<file path="src/common/vna_defines.svh">
`ifndef VNA_DEFINES_SVH
`define VNA_DEFINES_SVH

// Signed ADC word
`define SAMPLE_W      16

// Magnitude after CORDIC gain
`define MAG_W         18

// Binary angle, full circle is 2**PHASE_W
`define PHASE_W       16

`define CORDIC_STAGES 14

// Block length is 2**avg_log2 points
`define AVG_LOG2_W    4
`define AVG_LOG2_MAX  8

`define ACC_W         (`MAG_W + `AVG_LOG2_MAX)

`endif

</file>
<file path="src/common/vna_pkg.sv">
`include "vna_defines.svh"

package vna_pkg;

    // Input handshake
    typedef enum logic [1:0] {
        CAP_IDLE,
        CAP_ACK,
        CAP_HOLD
    } cap_state_t;

    // Output handshake
    typedef enum logic [1:0] {
        OUT_IDLE,
        OUT_REQ,
        OUT_WAIT_DROP
    } out_state_t;

    typedef logic signed [`SAMPLE_W-1:0] sample_t;

    typedef logic [`MAG_W-1:0] mag_t;

    // Read as signed where a difference is taken
    typedef logic [`PHASE_W-1:0] phase_t;

endpackage

</file>
<file path="src/result_handoff.sv">
`timescale 1ns/100ps

module result_handoff (
    input  logic             aclk,
    input  logic             arst_n,
    input  logic             avg_valid,
    input  vna_pkg::mag_t    avg_fwd_mag,
    input  vna_pkg::mag_t    avg_rev_mag,
    input  vna_pkg::phase_t  avg_phase,
    input  logic             result_ack,
    output logic             result_req,
    output vna_pkg::mag_t    fwd_mag,
    output vna_pkg::mag_t    rev_mag,
    output vna_pkg::phase_t  refl_phase,
    output logic             block_taken
);
    import vna_pkg::*;

    out_state_t state;

    always_ff @(posedge aclk) begin
        if (state == OUT_IDLE && avg_valid) begin
            fwd_mag    <= avg_fwd_mag;
            rev_mag    <= avg_rev_mag;
            refl_phase <= avg_phase;
        end
    end

    always_ff @(posedge aclk or negedge arst_n) begin
        if (!arst_n) begin
            state       <= OUT_IDLE;
            block_taken <= 1'b0;
        end else begin
            block_taken <= 1'b0;
            case (state)
                OUT_IDLE:
                    if (avg_valid)
                        state <= OUT_REQ;
                OUT_REQ:
                    if (result_ack)
                        state <= OUT_WAIT_DROP;
                OUT_WAIT_DROP:
                    if (!result_ack) begin
                        state       <= OUT_IDLE;
                        block_taken <= 1'b1;
                    end
                default: state <= OUT_IDLE;
            endcase
        end
    end

    assign result_req = (state == OUT_REQ);

    // The capture side holds the next block until this one is taken
    single_block: assert property (@(posedge aclk) disable iff (!arst_n)
        avg_valid |-> state == OUT_IDLE);

endmodule

</file>
<file path="config.mk">
export PLATFORM = sky130hd
export DESIGN_NAME = result_handoff
export DESIGN_NICKNAME = d
export VERILOG_FILES = /design/src/common/vna_pkg.sv /design/src/result_handoff.sv
export VERILOG_INCLUDE_DIRS = /design/src /design/src/common
export SDC_FILE = /design/constraint.sdc
export NUM_CORES = 1
export LEC_CHECK = 0
export BUFFER_PORTS_ARGS = -buffer_cell sky130_fd_sc_hd__buf_2
export CORE_MARGIN = 2
export CORE_UTILIZATION = 23
export DETAILED_ROUTE_END_ITERATION = 6
export PLACE_DENSITY_LB_ADDON = 0.25
export SLEW_MARGIN = 20
export SYNTH_ARGS = -nofsm -noshare
export SYNTH_HDL_FRONTEND = slang
export SYNTH_SLANG_ARGS = --single-unit
</file>
<file path="constraint.sdc">
create_clock -name aclk -period 4.3 [get_ports aclk]
set_input_delay 0 -clock aclk [delete_from_list [all_inputs] [get_ports aclk]]
set_output_delay 0 -clock aclk [all_outputs]
set_load 0.03 [all_outputs]
</file>
==> flow_metrics.py <==
metrics = {
    "run_status": {
        "status": "finished clean",
    },
    "route": {
        "avgRoutedWirePerCell_um": 11.9,
        "postRouteAntennaNets": 0,
        "vias_per_cell": 3.68,
        "drc": 0,
        "firstDrtPassIters": 6,
        "drtIter0Drc": 43,
        "routed_wirelength_um": 4000,
        "route.vias.total": 1233,
    },
    "logic_synthesis": {
        "synth-edff-count": 52,
        "syn_inst": 63,
        "ys_top_cells_by_count": "edfxtp_1, dfrtp_1, nand2b_1",
        "synth_flop_cell": "edfxtp_1",
        "async_reset_ff_share_pct": 5.45,
        "synth_area_leaders": "edfxtp_1, dfrtp_1, nand2b_1, nor2b_2, and2b_1",
        "syn-num-nets": 119,
        "synth-seq-cells": 55,
        "synth_top_area_share_pct": 92.3,
        "synth.yosys.seq_area_share_pct": 96.7,
        "yosysWarnings": 0,
        "synthMostInstantiatedCell": "edfxtp_1",
        "synth_area_leader_cell": "edfxtp_1",
        "post_synth.cell_area_avg_um2": 26.9,
        "syn_area_um2": 1690,
        "post_synth_num_cell_types": 9,
    },
    "layout": {
        "num-fill-cells": 650,
        "nets": 292,
        "fin_util_pct": 42.5,
        "multiInputGateArea_um2": 66.3,
        "layout-drive-gt1-share_pct": 50.4,
        "seq_area_um2": 1640,
        "syn2layout_area_growth_pct": 80.1,
        "antennaDiodeCount": 0,
    },
    "die": {
        "rows": 31,
        "fp.dieArea_um2": 8060,
        "io_pins": 110,
        "design.core.area_um2": 7180,
        "die_w_um": 89.8,
        "die_height_um": 89.8,
        "start_util_pct": 23.6,
    },
    "critical_path": {
        "path_class": "flop to flop",
        "r2r_setup_slack_ns": 2.72,
        "slowest_stage": "buf_4",
        "arrival_ns": 1.52,
        "worst-path-max-fanout": 52,
        "crit_path_end_kind": "flop",
        "crit_path_start_kind": "flop",
        "worstPathRequired_ns": 4.24,
        "cpPeakStageDelay_ns": 0.54,
        "crit_chain": "nor3b_4, buf_4",
    },
    "clock_network": {
        "post_cts_buffers": 0,
        "numCtsBuffers": 5,
        "root_buffer": "clkbuf_8",
        "numClockSinks": 55,
        "cts.path.max_buffers": 2,
        "clkTransAtPathRegs_ns": 0.09,
        "clock_latency_ns": 0.30,
        "cts-htree-levels": 2,
        "cts_tree": "yes",
    },
    "timing": {
        "rsz0062_at_grt": "false",
        "maxClockFrequency_ghz": 0.634,
        "fin_worst_skew_ns": 0.00567,
        "final.period_utilization_pct": 36.7,
        "setup_viol": 0,
        "setup_tns_ns": 0,
        "tightestPinTransition_ns": 0.650,
        "period_minus_slack_ns": 1.58,
        "timing.slew.headroom_pct": 56.7,
        "finalHoldViolCount": 0,
        "final-max-slew-violation-count": 0,
    },
    "global_route": {
        "grt_overflow": 0,
        "grt_max_degree": 53,
        "grt_usage_pct": 9.98,
        "antenna_found_initial": 0,
        "grt_pass1_wl_um": 6230,
        "grt_pass1_vias": 1214,
    },
    "placement": {
        "gp_congestion": 0.652,
        "portBuffers": 109,
    },
    "job": {
        "drv_cap": 0,
    },
    "pwr": {
        "leakage_nw": 1.27,
        "irDropWorstVdd_v": 0.000206,
        "p_per_area_nw_per_um2": 493,
    },
    "worst_hold_path": {
        "hold_class": "input pin to flop",
    },
}
==> kinds of logic after synthesis <==
group	share of synthesized area, %
AOI/OAI and AO/OA	0.740
DFF	96.7
and+or+nand+nor	2.52
==> registers in the layout (all words and copies together) (netlist names) <==
name,cells
fwd_mag,18
rev_mag,18
refl_phase,16
state,2
block_taken,1
==> metal layers <==
layer / vias up / routed length [µm] / global-route usage, %
met5: - / 0 / 0
met4: 0 / 96 / 5.00
met3: 8 / 322 / 4.02
met2: 69 / 1870 / 16.2
met1: 567 / 1710 / 11.5
li1: 589 / - / -
==> stage by stage <==
stage	area (µm²)	hold WS [ns]	worst slack (ns)	instances	power [mW]
final	3050	0.412	2.72	335	1.50
after floorplan	1700	-0.296	1.36	63	1.03
after global placement	2380	-0.201	2.74	272	1.15
after detailed placement	2380	-0.201	2.72	272	1.15
after CTS	3050	0.393	2.70	335	1.52
after global routing	3050	0.395	2.63	335	1.57
==> path summary, 6_finish.rpt <==
kind                       cells after the start            start     endpoint
setup / recovery                               2         state[0]  rev_mag[11]
hold / removal                                 2  avg_fwd_mag[11]  fwd_mag[11]
setup reg to reg                               2         state[0]  rev_mag[11]
hold reg to reg                                1         state[1]     state[0]
max in group asynchronous                      3           arst_n  block_taken
min in group asynchronous                      3           arst_n     state[0]
==> cell usage in the layout, fill, tap and decap left out <==
cell type        n
and2b_1          1
nor2b_1          1
clkinvlp_4       1
nand2b_1         2
buf_4            1
bufinv_16        1
edfxtp_1        52
clkbuf_8         5
o21a_1           1
dfrtp_1          3
buf_2          109
nor3b_4          1
dlygate4sd3_1   56
nor2b_2          1
a21oi_1          1
==> critical path, delay by kind of cell (launching register included) <==
kind                   cells  cell delay, ns
buffers and inverters      1            0.54
AND/OR/NAND/NOR            1            0.19
flip-flops                 1            0.44
==> area by class of cell <==
cell class                      instances  area share, %
Sequential cell                        55           53.7
Multi-Input combinational cell          8           2.18
Clock buffer                            5           2.26
Clock inverter                          2           1.23
Tap cell                               99           4.07
Timing Repair Buffer                  166           36.6
==> what timing repair did <==
action	4_1_cts	5_1_grt
hold endpoints to repair	58	0
resized for setup	0	0
hold buffers	56	0
==> report_power, final <==
group,internal (mW),switching [mW]
Clock,0.170,0.153
Sequential,0.720,0.0321
Combinational,0.129,0.296
Total,1.02,0.481
(Power assumes the default switching activity.)
