## src/common/vna_defines.svh

```systemverilog
`ifndef VNA_DEFINES_SVH
`define VNA_DEFINES_SVH

// Signed ADC word
`define SAMPLE_W      16

// Magnitude after CORDIC gain
`define MAG_W         18

// Binary angle, full circle is 2**PHASE_W
`define PHASE_W       16

`define CORDIC_STAGES 14

// Block length is 2**avg_log2 points
`define AVG_LOG2_W    4
`define AVG_LOG2_MAX  8

`define ACC_W         (`MAG_W + `AVG_LOG2_MAX)

`endif

```

## src/common/vna_pkg.sv

```systemverilog
`include "vna_defines.svh"

package vna_pkg;

    // Input handshake
    typedef enum logic [1:0] {
        CAP_IDLE,
        CAP_ACK,
        CAP_HOLD
    } cap_state_t;

    // Output handshake
    typedef enum logic [1:0] {
        OUT_IDLE,
        OUT_REQ,
        OUT_WAIT_DROP
    } out_state_t;

    typedef logic signed [`SAMPLE_W-1:0] sample_t;

    typedef logic [`MAG_W-1:0] mag_t;

    // Read as signed where a difference is taken
    typedef logic [`PHASE_W-1:0] phase_t;

endpackage

```

## src/cordic/cordic_vectoring.sv

```systemverilog
`timescale 1ns/100ps
`include "vna_defines.svh"

module cordic_vectoring (
    input  logic              aclk,
    input  logic              arst_n,
    input  logic              in_valid,
    input  vna_pkg::sample_t  in_i,
    input  vna_pkg::sample_t  in_q,
    output logic              out_valid,
    output vna_pkg::mag_t     out_mag,
    output vna_pkg::phase_t   out_phase
);
    import vna_pkg::*;

    // Two fraction bits keep the truncation error of the stages small
    localparam int FRAC = 2;
    localparam int XW   = `MAG_W + 3;
    localparam int N    = `CORDIC_STAGES;

    localparam phase_t HALF_TURN = {1'b1, {(`PHASE_W-1){1'b0}}};

    logic signed [XW-1:0]  xe;
    logic signed [XW-1:0]  ye;
    logic signed [XW-1:0]  xs [0:N];
    logic signed [XW-1:0]  ys [0:N];
    phase_t                zs [0:N];
    logic [N:0]            vld;

    // atan(2^-i) scaled to the binary-angle circle
    function automatic phase_t atan_lut(input int idx);
        case (idx)
            0:       return phase_t'(8192);
            1:       return phase_t'(4836);
            2:       return phase_t'(2555);
            3:       return phase_t'(1297);
            4:       return phase_t'(651);
            5:       return phase_t'(326);
            6:       return phase_t'(163);
            7:       return phase_t'(81);
            8:       return phase_t'(41);
            9:       return phase_t'(20);
            10:      return phase_t'(10);
            11:      return phase_t'(5);
            12:      return phase_t'(3);
            13:      return phase_t'(1);
            default: return '0;
        endcase
    endfunction

    assign xe = {{(XW-`SAMPLE_W-FRAC){in_i[`SAMPLE_W-1]}}, in_i, {FRAC{1'b0}}};
    assign ye = {{(XW-`SAMPLE_W-FRAC){in_q[`SAMPLE_W-1]}}, in_q, {FRAC{1'b0}}};

    // Left half-plane is turned by half a circle
    always_ff @(posedge aclk) begin
        if (in_i[`SAMPLE_W-1]) begin
            xs[0] <= -xe;
            ys[0] <= -ye;
            zs[0] <= HALF_TURN;
        end else begin
            xs[0] <= xe;
            ys[0] <= ye;
            zs[0] <= '0;
        end
    end

    for (genvar i = 0; i < N; i++) begin : g_stage
        always_ff @(posedge aclk) begin
            if (!ys[i][XW-1]) begin
                xs[i+1] <= xs[i] + (ys[i] >>> i);
                ys[i+1] <= ys[i] - (xs[i] >>> i);
                zs[i+1] <= zs[i] + atan_lut(i);
            end else begin
                xs[i+1] <= xs[i] - (ys[i] >>> i);
                ys[i+1] <= ys[i] + (xs[i] >>> i);
                zs[i+1] <= zs[i] - atan_lut(i);
            end
        end
    end

    always_ff @(posedge aclk or negedge arst_n) begin
        if (!arst_n)
            vld <= '0;
        else
            vld <= {vld[N-1:0], in_valid};
    end

    // x ends positive, so the integer part is the scaled magnitude
    assign out_valid = vld[N];
    assign out_mag   = xs[N][`MAG_W+FRAC-1:FRAC];
    assign out_phase = zs[N];

    // Pre-rotation and the stages must leave x in the right half-plane
    x_positive: assert property (@(posedge aclk) disable iff (!arst_n)
        out_valid |-> !xs[N][XW-1]);

endmodule

```

## config.mk

```make
export PLATFORM = sky130hd
export DESIGN_NAME = cordic_vectoring
export DESIGN_NICKNAME = d
export VERILOG_FILES = /design/src/common/vna_pkg.sv /design/src/cordic/cordic_vectoring.sv
export VERILOG_INCLUDE_DIRS = /design/src /design/src/common
export SDC_FILE = /design/constraint.sdc
export NUM_CORES = 2
export LEC_CHECK = 0
export ABC_AREA = 1
export BUFFER_PORTS_ARGS = -buffer_cell sky130_fd_sc_hd__clkbuf_2
export CORE_MARGIN = 4
export CORE_UTILIZATION = 40
export DETAILED_ROUTE_END_ITERATION = 6
export GPL_TIMING_DRIVEN = 0
export SYNTH_ARGS = -nofsm -noshare
export SYNTH_HDL_FRONTEND = slang
export SYNTH_SLANG_ARGS = --single-unit
```

## constraint.sdc

```tcl
create_clock -name aclk -period 8.25 [get_ports aclk]
set_input_delay 1.2375 -clock aclk [delete_from_list [all_inputs] [get_ports aclk]]
set_output_delay 1.2375 -clock aclk [all_outputs]
set_load 0.02 [all_outputs]
```

==> results.sh <==
export IMPL_synthMuxAreaShare=0
export IMPL_rows=147
export IMPL_synth_seq_area_share=0.2422
export IMPL_synth_ff_type="dfxtp_1"
export IMPL_cts_clk_slew_worst_paths_ps=60
export IMPL_drt_wirelength_per_cell_um=15.92
export IMPL_nets=10560
export IMPL_ctsHoldBuffers=0
export IMPL_drc=0
export IMPL_synth_compound_area_frac=0.1287
export IMPL_initial_core_util=0.4030
export IMPL_slew_headroom=0.1278
export IMPL_area_growth_pct=9.859
export IMPL_n_fill_cell=16858
export IMPL_die_w_um=410.4
export IMPL_hold_class="flip-flop to flip-flop"
export IMPL_ys_types=57
export IMPL_fin_crit_ps=4316
export IMPL_routed_via_density=5.102
export IMPL_core_um2=160800
export IMPL_clk_path_buf_depth=3
export IMPL_syn_area_um2=64780
export IMPL_synth_area_leaders="dfxtp_1 24%, ha_1 15%, nand2_1 14%, xor2_1 8.2%, inv_1 6.8%"
export IMPL_maxCapViolations=0
export IMPL_synth_top_area_cell="dfxtp_1"
export IMPL_setup_tns_final_ps=0
export IMPL_r2r_cells=17
export IMPL_grtUsageTotal=0.2213
export IMPL_yosys_area_share_xor_xnor=0.1038
export IMPL_syn_avg_cell_area_um2=6.793
export IMPL_status="finished, final reports clean"
export IMPL_cts_root_buffer="clkbuf_16"
export IMPL_crit_start="ys[1][41]"
export IMPL_yosys_top_cells_count="2342 x nand2_1, 1166 x inv_1, 962 x nor2_1"
export IMPL_async_flop_share=0.01923
export IMPL_tritoncts="yes"
export IMPL_clock_latency_ps=710
export IMPL_cp_data_arrival_time_ps=4900
export IMPL_first_global_vias=58486
export IMPL_worstReg2RegStart="ys[1][41]"
export IMPL_fin_skew_ps=25.75
export IMPL_antenna_found_initial=0
export IMPL_ys_warn_count=0
export IMPL_globalRouteOverflowTotal=0
export IMPL_finalHoldViolCount=0
export IMPL_first_pass_iters=6
export IMPL_numCtsBuffers=93
export IMPL_drive_above_1_share=0.04051
export IMPL_via_count=60895
export IMPL_critPathKind="flip-flop to flip-flop"
export IMPL_setup_violations_final=0
export IMPL_start_kind="flip-flop"
export IMPL_place_hpwl_mm=158.7
export IMPL_finalCritPeriodShare=0.5232
export IMPL_synth_edf_count=0
export IMPL_cts_setup_buffers=0
export IMPL_crit_fanout=13
export IMPL_rsz0062_at_grt="no"
export IMPL_synthAdderAreaFrac=0.1630
export IMPL_htreeDepth=3
export IMPL_ys_seq_elements=780
export IMPL_regToRegSetupSlack_ps=3930
export IMPL_synth_top_family_by_area="simple AND/OR/NAND/NOR gates"
export IMPL_synth_top_area_share=0.2364
export IMPL_grt_start_max_net_pins=22
export IMPL_cts_resized=0
export IMPL_synthSimpleGateAreaFrac=0.2858
export IMPL_syn_inst=9536
export IMPL_worstMarginPinSlew_ps=1308
export IMPL_yosysMostFrequentCell="nand2_1"
export IMPL_drt_total_wl_mm=190.0
export IMPL_crit_end="ys[2][18]"
export IMPL_rr_endpoint="ys[2][18]"
export IMPL_drt_initial_drc_count=4252
export IMPL_gp_congestion=0.9339
export IMPL_fmaxAchievable_mhz=231.7
export IMPL_port_buffers=68
export IMPL_drv_slew=0
export IMPL_die_area_um2=168400
export IMPL_num_antenna_cells=0
export IMPL_crit_required_ps=8830
export IMPL_grt_pass1_wl_mm=306.9
export IMPL_die_h_um=410.4
export IMPL_cp_end_kind="flip-flop"
export IMPL_ant_nets=0
export IMPL_ios=70
export IMPL_cts_sinks=780
==> worst max-delay path, cell delays in order, from the launching register on <==
cell and delay, ps:
dfxtp_1 880, clkinv_1 640, clkbuf_1 680, nand2_1 190
o21ai_0 230, fa_1 560, nand2_1 90, nand2_1 60
o21ai_1 170, inv_1 70, nand2_1 60, nand2_1 110
nand2_1 90, nand2_1 90, nand2_1 100, nand2_1 50
nand2_1 60, nand2_1 60
==> final cells by class <==
class	count	area, µm²	area share
multi-input cells	7489	44150	0.6204
inverters	1178	4422	0.06214
repair buffers	68	340.3	0.004782
plain buffers	91	523.0	0.007349
well taps	2160	2703	0.03798
flip-flops and latches	780	15690	0.2205
clock inverters	55	784.5	0.01102
clock buffers	115	2551	0.03585
==> layer usage <==
| metal | up-vias | track usage | share of wire |
|---|---|---|---|
| met5 | - | 0 | 0 |
| met4 | 0 | 0.05928 | 0.023 |
| met3 | 247 | 0.02060 | 0.043 |
| met2 | 1365 | 0.3619 | 0.44 |
| met1 | 27782 | 0.3112 | 0.49 |
| li1 | 31501 | - | - |
==> worst min path at each step <==
stage	start	endpoint	slack, ps	cells past startpoint
after detailed placement	vld[1]	vld[2]	340	0
final	vld[13]	vld[14]	330	0
after global placement	vld[4]	vld[5]	330	0
after CTS	vld[13]	vld[14]	340	0
after floorplan	zs[9][1]	zs[10][1]	310	0
after global routing	vld[6]	vld[7]	350	0
==> flip-flops by register name, indices dropped and copies added (netlist names) <==
signal / flops
ys: 276
vld: 15
xs: 304
zs: 185
==> cells by family (layout without fill, tap and decap cells) <==
family | after synthesis | count (layout)
AOI/OAI and AO/OA | 1475 | 1475
xor gates and xnor gates | 768 | 768
adders and majority gates | 824 | 824
buffers and inverters | 1269 | 1507
DFF | 780 | 780
other | 2 | 4
and+or+nand+nor | 4418 | 4418
==> layout by cell type (no fill, tap or decap), types with 161 or more instances in the layout <==
master,netlist,final
a21oi_1,680,680
dfxtp_1,765,765
ha_1,791,791
inv_1,1166,1166
nand2_1,2342,2342
nand3_1,633,633
nor2_1,962,962
nor3_1,202,202
o21ai_0,371,371
xnor2_1,161,161
xor2_1,607,607
==> through the flow <==
stage | util | hold WS [ps] | setup WS [ps] | instances | area (µm²)
after CTS | 0.4427 | 343.2 | 3885 | 11936 | 71160
after floorplan | - | 309.6 | 5536 | 9538 | 64780
after global placement | 0.4219 | 332.6 | 3907 | 11766 | 67830
after detailed placement | 0.4219 | 336.4 | 3929 | 11766 | 67830
final | 0.4427 | 332.3 | 3934 | 11936 | 71160
after global routing | 0.4427 | 349.8 | 3556 | 11936 | 71160
Power is left out: the tool's default activity adds up to more than one toggle a clock period on the data nets, which glitch-free logic cannot reach.
