**config.mk**
```make
export PLATFORM = sky130hd
export DESIGN_NAME = pt_capture
export DESIGN_NICKNAME = d
export VERILOG_FILES = /design/src/common/vna_pkg.sv /design/src/pt_capture.sv
export VERILOG_INCLUDE_DIRS = /design/src /design/src/common
export SDC_FILE = /design/constraint.sdc
export NUM_CORES = 1
export LEC_CHECK = 0
export BUFFER_PORTS_ARGS = -buffer_cell sky130_fd_sc_hd__buf_4
export CORE_UTILIZATION = 43
export CTS_CLUSTER_DIAMETER = 80
export DETAILED_ROUTE_END_ITERATION = 16
export MAX_ROUTING_LAYER = met4
export PLACE_DENSITY_LB_ADDON = 0.05
export REMOVE_ABC_BUFFERS = 1
export SYNTH_ARGS = -nofsm -noshare
export SYNTH_HDL_FRONTEND = slang
export SYNTH_SLANG_ARGS = --single-unit
export TNS_END_PERCENT = 1
```
**constraint.sdc**
```tcl
create_clock -name aclk -period 3.5 [get_ports aclk]
set_input_delay 0.525 -clock aclk [delete_from_list [all_inputs] [get_ports aclk]]
set_output_delay 0.525 -clock aclk [all_outputs]
set_load 0.01 [all_outputs]
```
**src/common/vna_defines.svh**
```systemverilog
`ifndef VNA_DEFINES_SVH
`define VNA_DEFINES_SVH

// Signed ADC word
`define SAMPLE_W      16

// Magnitude after CORDIC gain
`define MAG_W         18

// Binary angle, full circle is 2**PHASE_W
`define PHASE_W       16

`define CORDIC_STAGES 14

// Block length is 2**avg_log2 points
`define AVG_LOG2_W    4
`define AVG_LOG2_MAX  8

`define ACC_W         (`MAG_W + `AVG_LOG2_MAX)

`endif

```
**src/common/vna_pkg.sv**
```systemverilog
`include "vna_defines.svh"

package vna_pkg;

    // Input handshake
    typedef enum logic [1:0] {
        CAP_IDLE,
        CAP_ACK,
        CAP_HOLD
    } cap_state_t;

    // Output handshake
    typedef enum logic [1:0] {
        OUT_IDLE,
        OUT_REQ,
        OUT_WAIT_DROP
    } out_state_t;

    typedef logic signed [`SAMPLE_W-1:0] sample_t;

    typedef logic [`MAG_W-1:0] mag_t;

    // Read as signed where a difference is taken
    typedef logic [`PHASE_W-1:0] phase_t;

endpackage

```
**src/pt_capture.sv**
```systemverilog
`timescale 1ns/100ps
`include "vna_defines.svh"

module pt_capture (
    input  logic                    aclk,
    input  logic                    arst_n,
    input  logic                    sample_req,
    input  vna_pkg::sample_t        fwd_i,
    input  vna_pkg::sample_t        fwd_q,
    input  vna_pkg::sample_t        rev_i,
    input  vna_pkg::sample_t        rev_q,
    input  logic [`AVG_LOG2_W-1:0]  avg_log2,
    input  logic                    block_taken,
    output logic                    sample_ack,
    output logic                    pt_valid,
    output vna_pkg::sample_t        pt_fwd_i,
    output vna_pkg::sample_t        pt_fwd_q,
    output vna_pkg::sample_t        pt_rev_i,
    output vna_pkg::sample_t        pt_rev_q,
    output logic                    pt_last,
    output logic [`AVG_LOG2_W-1:0]  pt_shift
);
    import vna_pkg::*;

    cap_state_t                state;
    logic [`AVG_LOG2_MAX-1:0]  cnt;
    logic [`AVG_LOG2_W-1:0]    shift_in;
    logic [`AVG_LOG2_W-1:0]    blk_shift;
    logic [`AVG_LOG2_MAX:0]    pts;
    logic                      last_pt;
    logic                      taken;

    // Longer blocks would overflow the accumulators
    assign shift_in  = (avg_log2 > `AVG_LOG2_MAX) ? `AVG_LOG2_W'(`AVG_LOG2_MAX) : avg_log2;
    assign blk_shift = (cnt == '0) ? shift_in : pt_shift;
    assign pts       = {{`AVG_LOG2_MAX{1'b0}}, 1'b1} << blk_shift;
    assign last_pt   = ({1'b0, cnt} == pts - 1'b1);

    always_ff @(posedge aclk) begin
        if (state == CAP_IDLE && sample_req) begin
            pt_fwd_i <= fwd_i;
            pt_fwd_q <= fwd_q;
            pt_rev_i <= rev_i;
            pt_rev_q <= rev_q;
        end
    end

    always_ff @(posedge aclk or negedge arst_n) begin
        if (!arst_n) begin
            state      <= CAP_IDLE;
            sample_ack <= 1'b0;
            pt_valid   <= 1'b0;
            pt_last    <= 1'b0;
            pt_shift   <= '0;
            cnt        <= '0;
            taken      <= 1'b0;
        end else begin
            pt_valid <= 1'b0;
            // A slow source may still hold req when the result is taken
            if (block_taken)
                taken <= 1'b1;
            case (state)
                CAP_IDLE: begin
                    if (sample_req) begin
                        state    <= CAP_ACK;
                        pt_shift <= blk_shift;
                        pt_last  <= last_pt;
                        cnt      <= last_pt ? '0 : cnt + 1'b1;
                    end
                end
                CAP_ACK: begin
                    if (!sample_ack) begin
                        sample_ack <= 1'b1;
                        pt_valid   <= 1'b1;
                    end else if (!sample_req) begin
                        sample_ack <= 1'b0;
                        state      <= pt_last ? CAP_HOLD : CAP_IDLE;
                    end
                end
                CAP_HOLD: begin
                    if (taken) begin
                        taken <= 1'b0;
                        state <= CAP_IDLE;
                    end
                end
                default: state <= CAP_IDLE;
            endcase
        end
    end

    ack_needs_req: assert property (@(posedge aclk) disable iff (!arst_n)
        $rose(sample_ack) |-> $past(sample_req));

endmodule

```
==> flow_metrics.py <==
metrics = {
    "status": {
        "outcome": "complete, no violations",
    },
    "setup_path": {
        "crit_chain": "inv_1 -> ha_1 -> or3b_2 -> nor2_4 -> and3_1 -> a41oi_1 -> ha_2 -> buf_4 -> nor3_1 -> a21oi_1 -> nor3_1 -> a211oi_1 -> xor2_1 -> and3_2 -> mux2_1",
        "worstSetupPathType": "reg2reg",
        "cp_slowest_cell": "or3b_2",
        "crit_top_cell": "nor3_1",
        "critical-path-top-delay-family": "simple AND/OR/NAND/NOR gates",
        "cp-end-kind": "flop",
        "path_buf_inv": 2,
        "arrival_ps": 3510,
        "cp-start-kind": "flop",
        "ff2ff_setup_slack_ps": 220,
        "reg2regPathDepth": 15,
        "r2r-start": "cnt[0]",
        "slowest_delay_ps": 500,
        "worstPathMaxFanout": 14,
        "timing.rr.end": "pt_last",
        "crit_required_ps": 3730,
    },
    "cts": {
        "cts.sinks": 82,
        "cts-root-buf": "clkbuf_8",
        "cts_buffers": 9,
        "cts_buffer_depth": 2,
        "worstSkewPairLatency_ps": 340,
        "cts_setup_buffers": 0,
        "clk_pin_slew_worst_paths_ps": 80,
        "htree_levels": 3,
        "cts_tree": "done",
    },
    "synth": {
        "async_flop_share_pct": 22.0,
        "synth.area.top_cells": "edfxtp_1, dfrtp_1, a21oi_1",
        "syn_inst": 232,
        "ys_ff_latch": 82,
        "synth_edf_count": 64,
        "synth.distinct_cells": 49,
        "seq_area_frac_synth_pct": 71.6,
        "synth.top_cell.area_share_pct": 58.0,
        "yosysWarnings": 0,
        "yosysMostFrequentCell": "edfxtp_1",
        "synth_area_per_cell_um2": 14.3,
        "ys_top_cells_by_count": "edfxtp_1, dfrtp_1, a21oi_1",
        "ys.flop_type": "edfxtp_1",
        "synth_largest_area_cell": "edfxtp_1",
        "synth_area_um2": 3310,
    },
    "route": {
        "antenna_left": 0,
        "drc": 0,
        "wire_per_inst_um": 15.3,
        "vias_per_cell": 4.94,
        "wl_mm": 7.57,
        "drtPass1Iterations": 4,
        "drtIter0Drc": 122,
        "vias": 2451,
    },
    "worst_hold_path": {
        "hold_class": "in2async",
    },
    "sta": {
        "finalSetupTns_ps": 0,
        "finalCriticalPeriod_ps": 3280,
        "setup_violations": 0,
        "fmax_mhz": 305,
        "setup_ws_ps": 221,
        "worstMarginPinSlew_ps": 843,
        "maxSlewHeadroom_pct": 43.8,
        "skew_ps": 10.3,
        "hold_ws_ps": 35.2,
        "slew_violations": 0,
        "period_share_pct": 93.7,
        "hold_viol_final": 0,
    },
    "power_and_ir_drop": {
        "leakagePower_nw": 2.02,
        "p_total_mw": 3.10,
        "ir_drop_mv": 0.420,
        "power_density_nw_per_um2": 648,
    },
    "floorplan": {
        "die_area_um2": 8060,
        "start_util_pct": 45.0,
        "ios": 143,
        "rows": 31,
        "die_h_um": 89.8,
        "core_um2": 7370,
        "die_x_um": 89.8,
    },
    "final_layout": {
        "syn2layout_area_growth_pct": 44.5,
        "fin_cells": 496,
        "final_util_pct": 65.0,
        "design_area_um2": 4790,
        "drive_above_1_share_pct": 48.4,
        "final_nets": 467,
        "fill_cells": 585,
        "n_antenna_cell": 0,
    },
    "global_routing": {
        "grt_usage_pct": 20.0,
        "grt_pass1_vias": 2366,
        "grt_overflow": 0,
        "grt_max_degree": 70,
        "antenna_found_initial": 0,
        "grt_pass1_wl_mm": 12.0,
    },
    "place": {
        "place_congestion": 0.888,
        "port_buffers": 142,
        "dp_hpwl_mm": 5.59,
        "place_ws_ps": 34.6,
        "dp_cells": 480,
        "dpl_cell_area_um2": 4600,
    },
    "flow_run": {
        "drv_cap": 0,
    },
}
==> cells by family (layout without fill, tap and decap cells) <==
logic type | after synthesis | after routing | share of synthesized area [%]
flip-flops | 82 | 82 | 71.6
multiplexers | 6 | 6 | 1.96
XOR/XNOR | 10 | 10 | 2.64
adder cells (fa/ha/maj) | 3 | 3 | 1.13
AO/OA/AOI/OAI | 49 | 49 | 9.52
AND/OR/NAND/NOR | 61 | 61 | 10.4
buffers and inverters | 21 | 186 | 2.76
==> area by class of cell <==
cell class | count | area (µm²) | area share (%)
Clock buffer | 9 | 124 | 2.59
Clock inverter | 7 | 52.6 | 1.10
Inverter | 8 | 30.0 | 0.627
Timing Repair Buffer | 162 | 1220 | 25.4
Multi-Input combinational cell | 129 | 870 | 18.2
Tap cell | 99 | 124 | 2.59
Sequential cell | 82 | 2370 | 49.5
==> worst reg2reg max path, cell delays in order (launching register included) <==
cell and delay (ps):
dfrtp_1 380, inv_1 70, ha_1 150, or3b_2 500, nor2_4 180, and3_1 170
a41oi_1 50, ha_2 290, buf_4 170, nor3_1 170, a21oi_1 60, nor3_1 150
a211oi_1 90, xor2_1 170, and3_2 280, mux2_1 300
==> layout by cell type, fill, tap and decap left out, types with 3 or more instances in the layout <==
cell type	instances
buf_4	162
edfxtp_1	64
dfrtp_1	18
a21oi_1	17
nand2_1	14
o21ai_0	11
clkbuf_8	9
inv_1	8
nor2_1	8
nor3_1	6
xor2_1	6
nand2b_1	5
and3_1	4
xnor2_1	4
nor3b_1	3
nand3_1	3
nand4_1	3
==> flip-flops by register name, summed over array words and instances, names as in the netlist <==
signal and cells:
cnt 8, pt_fwd_i 16, pt_fwd_q 16, pt_last 1
pt_rev_i 16, pt_rev_q 16, pt_shift 4, pt_valid 1
sample_ack 1, state 2, taken 1
==> what timing repair did <==
action / CTS / global route
hold buffers: 0 / 0
gates resized for setup: 1 / 3
setup endpoints to repair: 2 / 8
==> worst max-delay path by stage <==
stage | slack [ps] | start | to | depth (start not counted)
2_1_floorplan | -4150 | sample_req | pt_shift[3] | 3
3_3_place_gp | 130 | cnt[0] | cnt[6] | 14
3_5_place_dp | 30 | cnt[0] | cnt[6] | 14
4_1_cts | 40 | cnt[0] | pt_last | 15
5_1_grt | -0.6 | cnt[0] | pt_last | 14
6_report | 220 | cnt[0] | pt_last | 15
==> where the power goes <==
group          total (mW)  internal (mW)  switching (mW)  leakage (nW)
Clock               0.598          0.262           0.335        0.0900
Sequential           1.23           1.19          0.0457         0.823
Combinational        1.27          0.608           0.663          1.11
Total                3.10           2.06            1.04          2.02
==> per-layer routing <==
metal | GRT usage [%] | wire (µm)
met1 | 23.6 | 3100
met2 | 33.1 | 3910
met3 | 4.31 | 460
met4 | 8.47 | 97
met5 | - | 0
Note: power is estimated with default switching activity, not from simulation.
