<file path="src/common/vna_defines.svh">
`ifndef VNA_DEFINES_SVH
`define VNA_DEFINES_SVH

// Signed ADC word
`define SAMPLE_W      16

// Magnitude after CORDIC gain
`define MAG_W         18

// Binary angle, full circle is 2**PHASE_W
`define PHASE_W       16

`define CORDIC_STAGES 14

// Block length is 2**avg_log2 points
`define AVG_LOG2_W    4
`define AVG_LOG2_MAX  8

`define ACC_W         (`MAG_W + `AVG_LOG2_MAX)

`endif

</file>
<file path="src/common/vna_pkg.sv">
`include "vna_defines.svh"

package vna_pkg;

    // Input handshake
    typedef enum logic [1:0] {
        CAP_IDLE,
        CAP_ACK,
        CAP_HOLD
    } cap_state_t;

    // Output handshake
    typedef enum logic [1:0] {
        OUT_IDLE,
        OUT_REQ,
        OUT_WAIT_DROP
    } out_state_t;

    typedef logic signed [`SAMPLE_W-1:0] sample_t;

    typedef logic [`MAG_W-1:0] mag_t;

    // Read as signed where a difference is taken
    typedef logic [`PHASE_W-1:0] phase_t;

endpackage

</file>
<file path="src/s11_averager.sv">
`timescale 1ns/100ps
`include "vna_defines.svh"

module s11_averager (
    input  logic                    aclk,
    input  logic                    arst_n,
    input  logic                    fwd_valid,
    input  vna_pkg::mag_t           fwd_mag,
    input  vna_pkg::phase_t         fwd_phase,
    input  vna_pkg::mag_t           rev_mag,
    input  vna_pkg::phase_t         rev_phase,
    input  logic                    pt_last,
    input  logic [`AVG_LOG2_W-1:0]  pt_shift,
    output logic                    avg_valid,
    output vna_pkg::mag_t           avg_fwd_mag,
    output vna_pkg::mag_t           avg_rev_mag,
    output vna_pkg::phase_t         avg_phase
);
    import vna_pkg::*;

    localparam int N = `CORDIC_STAGES;

    logic [N:0]                last_dly;
    logic [`AVG_LOG2_W-1:0]    shift_dly [0:N];
    logic [`ACC_W-1:0]         acc_fwd;
    logic [`ACC_W-1:0]         acc_rev;
    logic signed [`ACC_W-1:0]  acc_ph;
    phase_t                    refl;
    logic [`ACC_W:0]           sum_fwd;
    logic [`ACC_W:0]           sum_rev;
    logic signed [`ACC_W:0]    sum_ph;
    logic [`ACC_W:0]           mean_fwd;
    logic [`ACC_W:0]           mean_rev;
    logic signed [`ACC_W:0]    mean_ph;

    // Block markers ride alongside the CORDIC pipeline
    always_ff @(posedge aclk) begin
        last_dly     <= {last_dly[N-1:0], pt_last};
        shift_dly[0] <= pt_shift;
        for (int k = 1; k <= N; k++)
            shift_dly[k] <= shift_dly[k-1];
    end

    // Wraps on the circle, so +170 to -170 gives a small positive step
    assign refl = rev_phase - fwd_phase;

    assign sum_fwd = {1'b0, acc_fwd} + {{(`ACC_W+1-`MAG_W){1'b0}}, fwd_mag};
    assign sum_rev = {1'b0, acc_rev} + {{(`ACC_W+1-`MAG_W){1'b0}}, rev_mag};
    assign sum_ph  = {acc_ph[`ACC_W-1], acc_ph}
                   + {{(`ACC_W+1-`PHASE_W){refl[`PHASE_W-1]}}, refl};

    assign mean_fwd = sum_fwd >> shift_dly[N];
    assign mean_rev = sum_rev >> shift_dly[N];
    assign mean_ph  = sum_ph >>> shift_dly[N];

    always_ff @(posedge aclk or negedge arst_n) begin
        if (!arst_n) begin
            avg_valid <= 1'b0;
            acc_fwd   <= '0;
            acc_rev   <= '0;
            acc_ph    <= '0;
        end else begin
            avg_valid <= 1'b0;
            if (fwd_valid) begin
                if (last_dly[N]) begin
                    avg_valid <= 1'b1;
                    acc_fwd   <= '0;
                    acc_rev   <= '0;
                    acc_ph    <= '0;
                end else begin
                    acc_fwd <= sum_fwd[`ACC_W-1:0];
                    acc_rev <= sum_rev[`ACC_W-1:0];
                    acc_ph  <= sum_ph[`ACC_W-1:0];
                end
            end
        end
    end

    always_ff @(posedge aclk) begin
        if (fwd_valid && last_dly[N]) begin
            avg_fwd_mag <= mean_fwd[`MAG_W-1:0];
            avg_rev_mag <= mean_rev[`MAG_W-1:0];
            avg_phase   <= mean_ph[`PHASE_W-1:0];
        end
    end

    // Holds as long as the block never exceeds 2**AVG_LOG2_MAX points
    acc_no_overflow: assert property (@(posedge aclk) disable iff (!arst_n)
        fwd_valid |-> !sum_fwd[`ACC_W] && !sum_rev[`ACC_W]
                      && (sum_ph[`ACC_W] == sum_ph[`ACC_W-1]));

endmodule

</file>
<file path="config.mk">
export PLATFORM = sky130hd
export DESIGN_NAME = s11_averager
export DESIGN_NICKNAME = d
export VERILOG_FILES = /design/src/common/vna_pkg.sv /design/src/s11_averager.sv
export VERILOG_INCLUDE_DIRS = /design/src /design/src/common
export SDC_FILE = /design/constraint.sdc
export NUM_CORES = 1
export LEC_CHECK = 0
export ABC_AREA = 1
export BUFFER_PORTS_ARGS = -buffer_cell sky130_fd_sc_hd__buf_2
export CORE_ASPECT_RATIO = 1.2
export CORE_MARGIN = 5
export CORE_UTILIZATION = 60
export DETAILED_ROUTE_END_ITERATION = 10
export GPL_ROUTABILITY_DRIVEN = 0
export PLACE_DENSITY = 0.84
export SYNTH_ARGS = -nofsm -noshare
export SYNTH_HDL_FRONTEND = slang
export SYNTH_SLANG_ARGS = --single-unit
</file>
<file path="constraint.sdc">
create_clock -name aclk -period 6.55 [get_ports aclk]
set_clock_uncertainty 0.05 [all_clocks]
set_input_delay 1.965 -clock aclk [delete_from_list [all_inputs] [get_ports aclk]]
set_output_delay 1.965 -clock aclk [all_outputs]
set_load 0.005 [all_outputs]
</file>
==> impl_results.md <==
- DRT Pass-1 Iters: 6
- Hold crit path type: register to register
- Least-Margin Pin Slew: 1090 ps
- Synthesized cell area: 15100 µm²
- Crit path kind: primary input to register
- CTS Buffer Depth: 3
- Clk slew on worst S/H paths: 60 ps
- Dpl hpwl: 33700 µm
- GR Overflow Total: 0
- Initial antenna violation count: 0
- Fin. Hold Viols: 0
- Layout Area Growth over Synthesis: 10.0%
- Resized Gates After CTS: 0
- Bufs and invs on worst path: 4
- CTS tree: built
- Setup TNS Final: 0 ps
- Pleak: 8.81 nW
- Crit path launch: fwd_phase[2]
- CTS Buf Count: 21
- CP Capture Type: register
- Ys async rst share: 38.3%
- GRT Total Usage: 31.1%
- Register area share after synthesis: 33.3%
- Post-synth cell types: 47
- First DRT Iteration DRCs: 1584
- #FFs+latches synth: 206
- Max-slew violations: 0
- Number of enable flip-flop cells after synthesis: 52
- Top_reg_cell synth: dfrtp_1
- Worst path most repeated cell: nand3_1
- Status: complete, no violations
- Htree depth: 1
- Max-Cap Viols: 0
- Drt drc: 0
- Antenna cell count: 0
- Vias/cell: 5.86
- WL/cell: 16.5 µm
- Syn nets: 2428
- Worst path slowest cell: xor2_1
- Area of the die: 28500 µm²
- Syn avg cell area: 6.66 µm²
- CP Data Required Time: 6770 ps
- Crit path DAT: 6080 ps
- Layout cell share with drive strength beyond 1: 9.65%
- Die boundary height: 184 µm
- Peak VDD IR: 0.304 mV
- RSZ-0062 raised after global routing: no
- Vias in the first global route: 15410
- Final ANT Viol Nets: 0
- Post-CTS setup buffer count: 0
- Crit start category: primary input
- CORE AREA: 24800 µm²
- Crit-path max cell delay: 850 ps
- Number of synthesis warnings: 0
- Cells along the critical path: buf_2 > inv_1 > ha_1 > a21oi_1 > and2_1 > inv_1 > nand4_1 > o2111ai_1 > nand3_1 > nand2_1 > xor2_1 > ha_1 > nand2_1 > nor2_1 > inv_1 > nor2_1 > nand3b_1 > nand4_1 > nand3_1 > nand3_1 > nand3_1 > nand3_1 > nand2_1
- Final setup viols: 0
- Slew HR: 27.1%
- DIE WIDTH: 155 µm
- Power Density: 397 nW/µm²
- Routed WL: 44600 µm
- Number of buffers added on ports: 128
- NumNets Final: 2516
- IO Count: 129
- Initial Util: 61.1%
- CTS Hold Bufs: 0
- # rows: 63
- First-pass GRT wire length: 72400 µm
- CTS root buffer: clkbuf_16
- Skew-Pair Late Insertion Delay: 520 ps
- F_max: 0.171 GHz
- Final Cycle Share: 89.4%
- Critical Path Fanout Max: 11
- Largest net degree at the start of global routing: 92
- Min Tclk post-route: 5860 ps
- Reg-to-reg critical path startpoint: shift_dly[1][24]
- Vias: 15806
- Min-delay src: shift_dly[0][15]
- Final hold slack: 274 ps
- Clk sinks: 206
- Cells after synthesis: 2271
- CP delay by family, top: simple AND/OR/NAND/NOR gates
layout by cell type, fill, tap and decap left out, types with 20 or more instances in the layout:
cell type and instances:
xor2_1 27, inv_1 285, a21oi_1 63, clkbuf_16 23, nand3_1 424, ha_1 77
nor2_1 80, nand2_1 740, o211ai_1 20, dfrtp_1 79, edfxtp_1 52, dfxtp_1 73
nand4_1 32, buf_2 127, o21ai_0 85
metal layers:
layer  up-vias  global-route usage (%)  part of all wire, %
met4         0                    22.0                  8.0
met2       812                    56.4                   50
met1      7130                    33.3                   35
li1       7634                       -                    -
met3       230                    3.56                  7.2
met5         -                       0                    0
cell families (layout without fill, tap and decap cells):
| group | after synthesis | count (layout) | share of synthesized area [%] |
|---|---|---|---|
| DFF | 206 | 206 | 33.3 |
| muxes | 1 | 1 | 0.0744 |
| buffers and inverters | 369 | 472 | 9.30 |
| AOI/OAI and AO/OA | 228 | 228 | 8.92 |
| and+or+nand+nor | 1341 | 1341 | 38.7 |
| adders and majority gates | 81 | 81 | 6.90 |
| xor gates and xnor gates | 45 | 45 | 2.75 |
flip-flops by register name, summed over array words and instances, names as in the netlist:
| signal | count |
|---|---|
| avg_rev_mag | 18 |
| last_dly | 15 |
| acc_rev | 26 |
| acc_ph | 26 |
| avg_valid | 1 |
| shift_dly | 60 |
| avg_fwd_mag | 18 |
| avg_phase | 16 |
| acc_fwd | 26 |
worst paths after layout:
| check | end | slack [ps] | depth (start not counted) |
|---|---|---|---|
| setup / recovery | avg_phase[14] | 690 | 23 |
| hold / removal | shift_dly[0][19] | 270 | 0 |
| setup reg to reg | avg_fwd_mag[0] | 3290 | 9 |
| hold reg to reg | shift_dly[0][19] | 270 | 0 |
| max in group asynchronous | acc_ph[22] | 3990 | 2 |
| min in group asynchronous | acc_rev[11] | 1370 | 1 |
stage by stage:
stage / area [µm²] / setup WS [ps] / total power [W] / utilization [%] / instances
final: 16600 / 691 / 0.00661 / 67.2 / 2699
after global routing: 16600 / 381 / 0.00714 / 67.2 / 2699
after CTS: 16600 / 829 / 0.00654 / 67.2 / 2699
after floorplan: 15100 / 1280 / 0.00439 / - / 2271
after detailed placement: 16000 / 330 / 0.00535 / 64.5 / 2661
after global placement: 16000 / 492 / 0.00524 / 64.5 / 2661
worst reg2reg max path, cell delays in order, from the launching register on:
cell and delay (ps):
dfxtp_2 320, buf_4 660, inv_2 560, buf_4 450
nand2_1 150, o21ai_0 120, nor2_1 120, a21oi_1 60
o211ai_1 380, nand2_1 130
final cells by class:
cell class	instances	area, µm²
clock buffer	26	597
sequential	206	5040
tap	325	407
inverter	295	1110
fill	2182	8110
clock inverter	12	80.1
multi-input combinational	1696	8680
timing repair buffer	139	726
Yosys cell counts (4+ instances only):
cell type    n  share of area, %
clkbuf_1    36              0.89
nand3b_1     5              0.25
nor2_2       9              0.37
a21oi_1     63               2.1
nand2_1    740                18
dfrtp_1     79                13
xnor2_1     15              0.87
o22ai_1     10              0.41
inv_1      288               7.1
inv_2        6              0.15
nand4_1     32               1.3
edfxtp_1    52                10
nor2_1      81               2.0
o21ai_1      8              0.26
xor2_1      27               1.6
nand2_2     11              0.45
and2_1      13              0.54
nand3_1    424                14
fa_1         4              0.53
o211ai_1    20              0.99
ha_1        77               6.4
nor3_1       7              0.23
o21bai_1     6              0.30
nand3_2      7              0.46
o21ai_0     85               2.8
a21o_1       6              0.30
dfxtp_1     75               9.9
buf_1       21              0.52
a22o_1      14              0.81
a21oi_2      5              0.29
buf_2       17              0.56
power breakdown:
| part | internal, W | switching [W] |
|---|---|---|
| Clock | 0.000654 | 0.000519 |
| Sequential | 0.00157 | 0.000137 |
| Combinational | 0.00119 | 0.00254 |
| Total | 0.00342 | 0.00319 |
No activity file was read; power rests on OpenSTA's default activity.
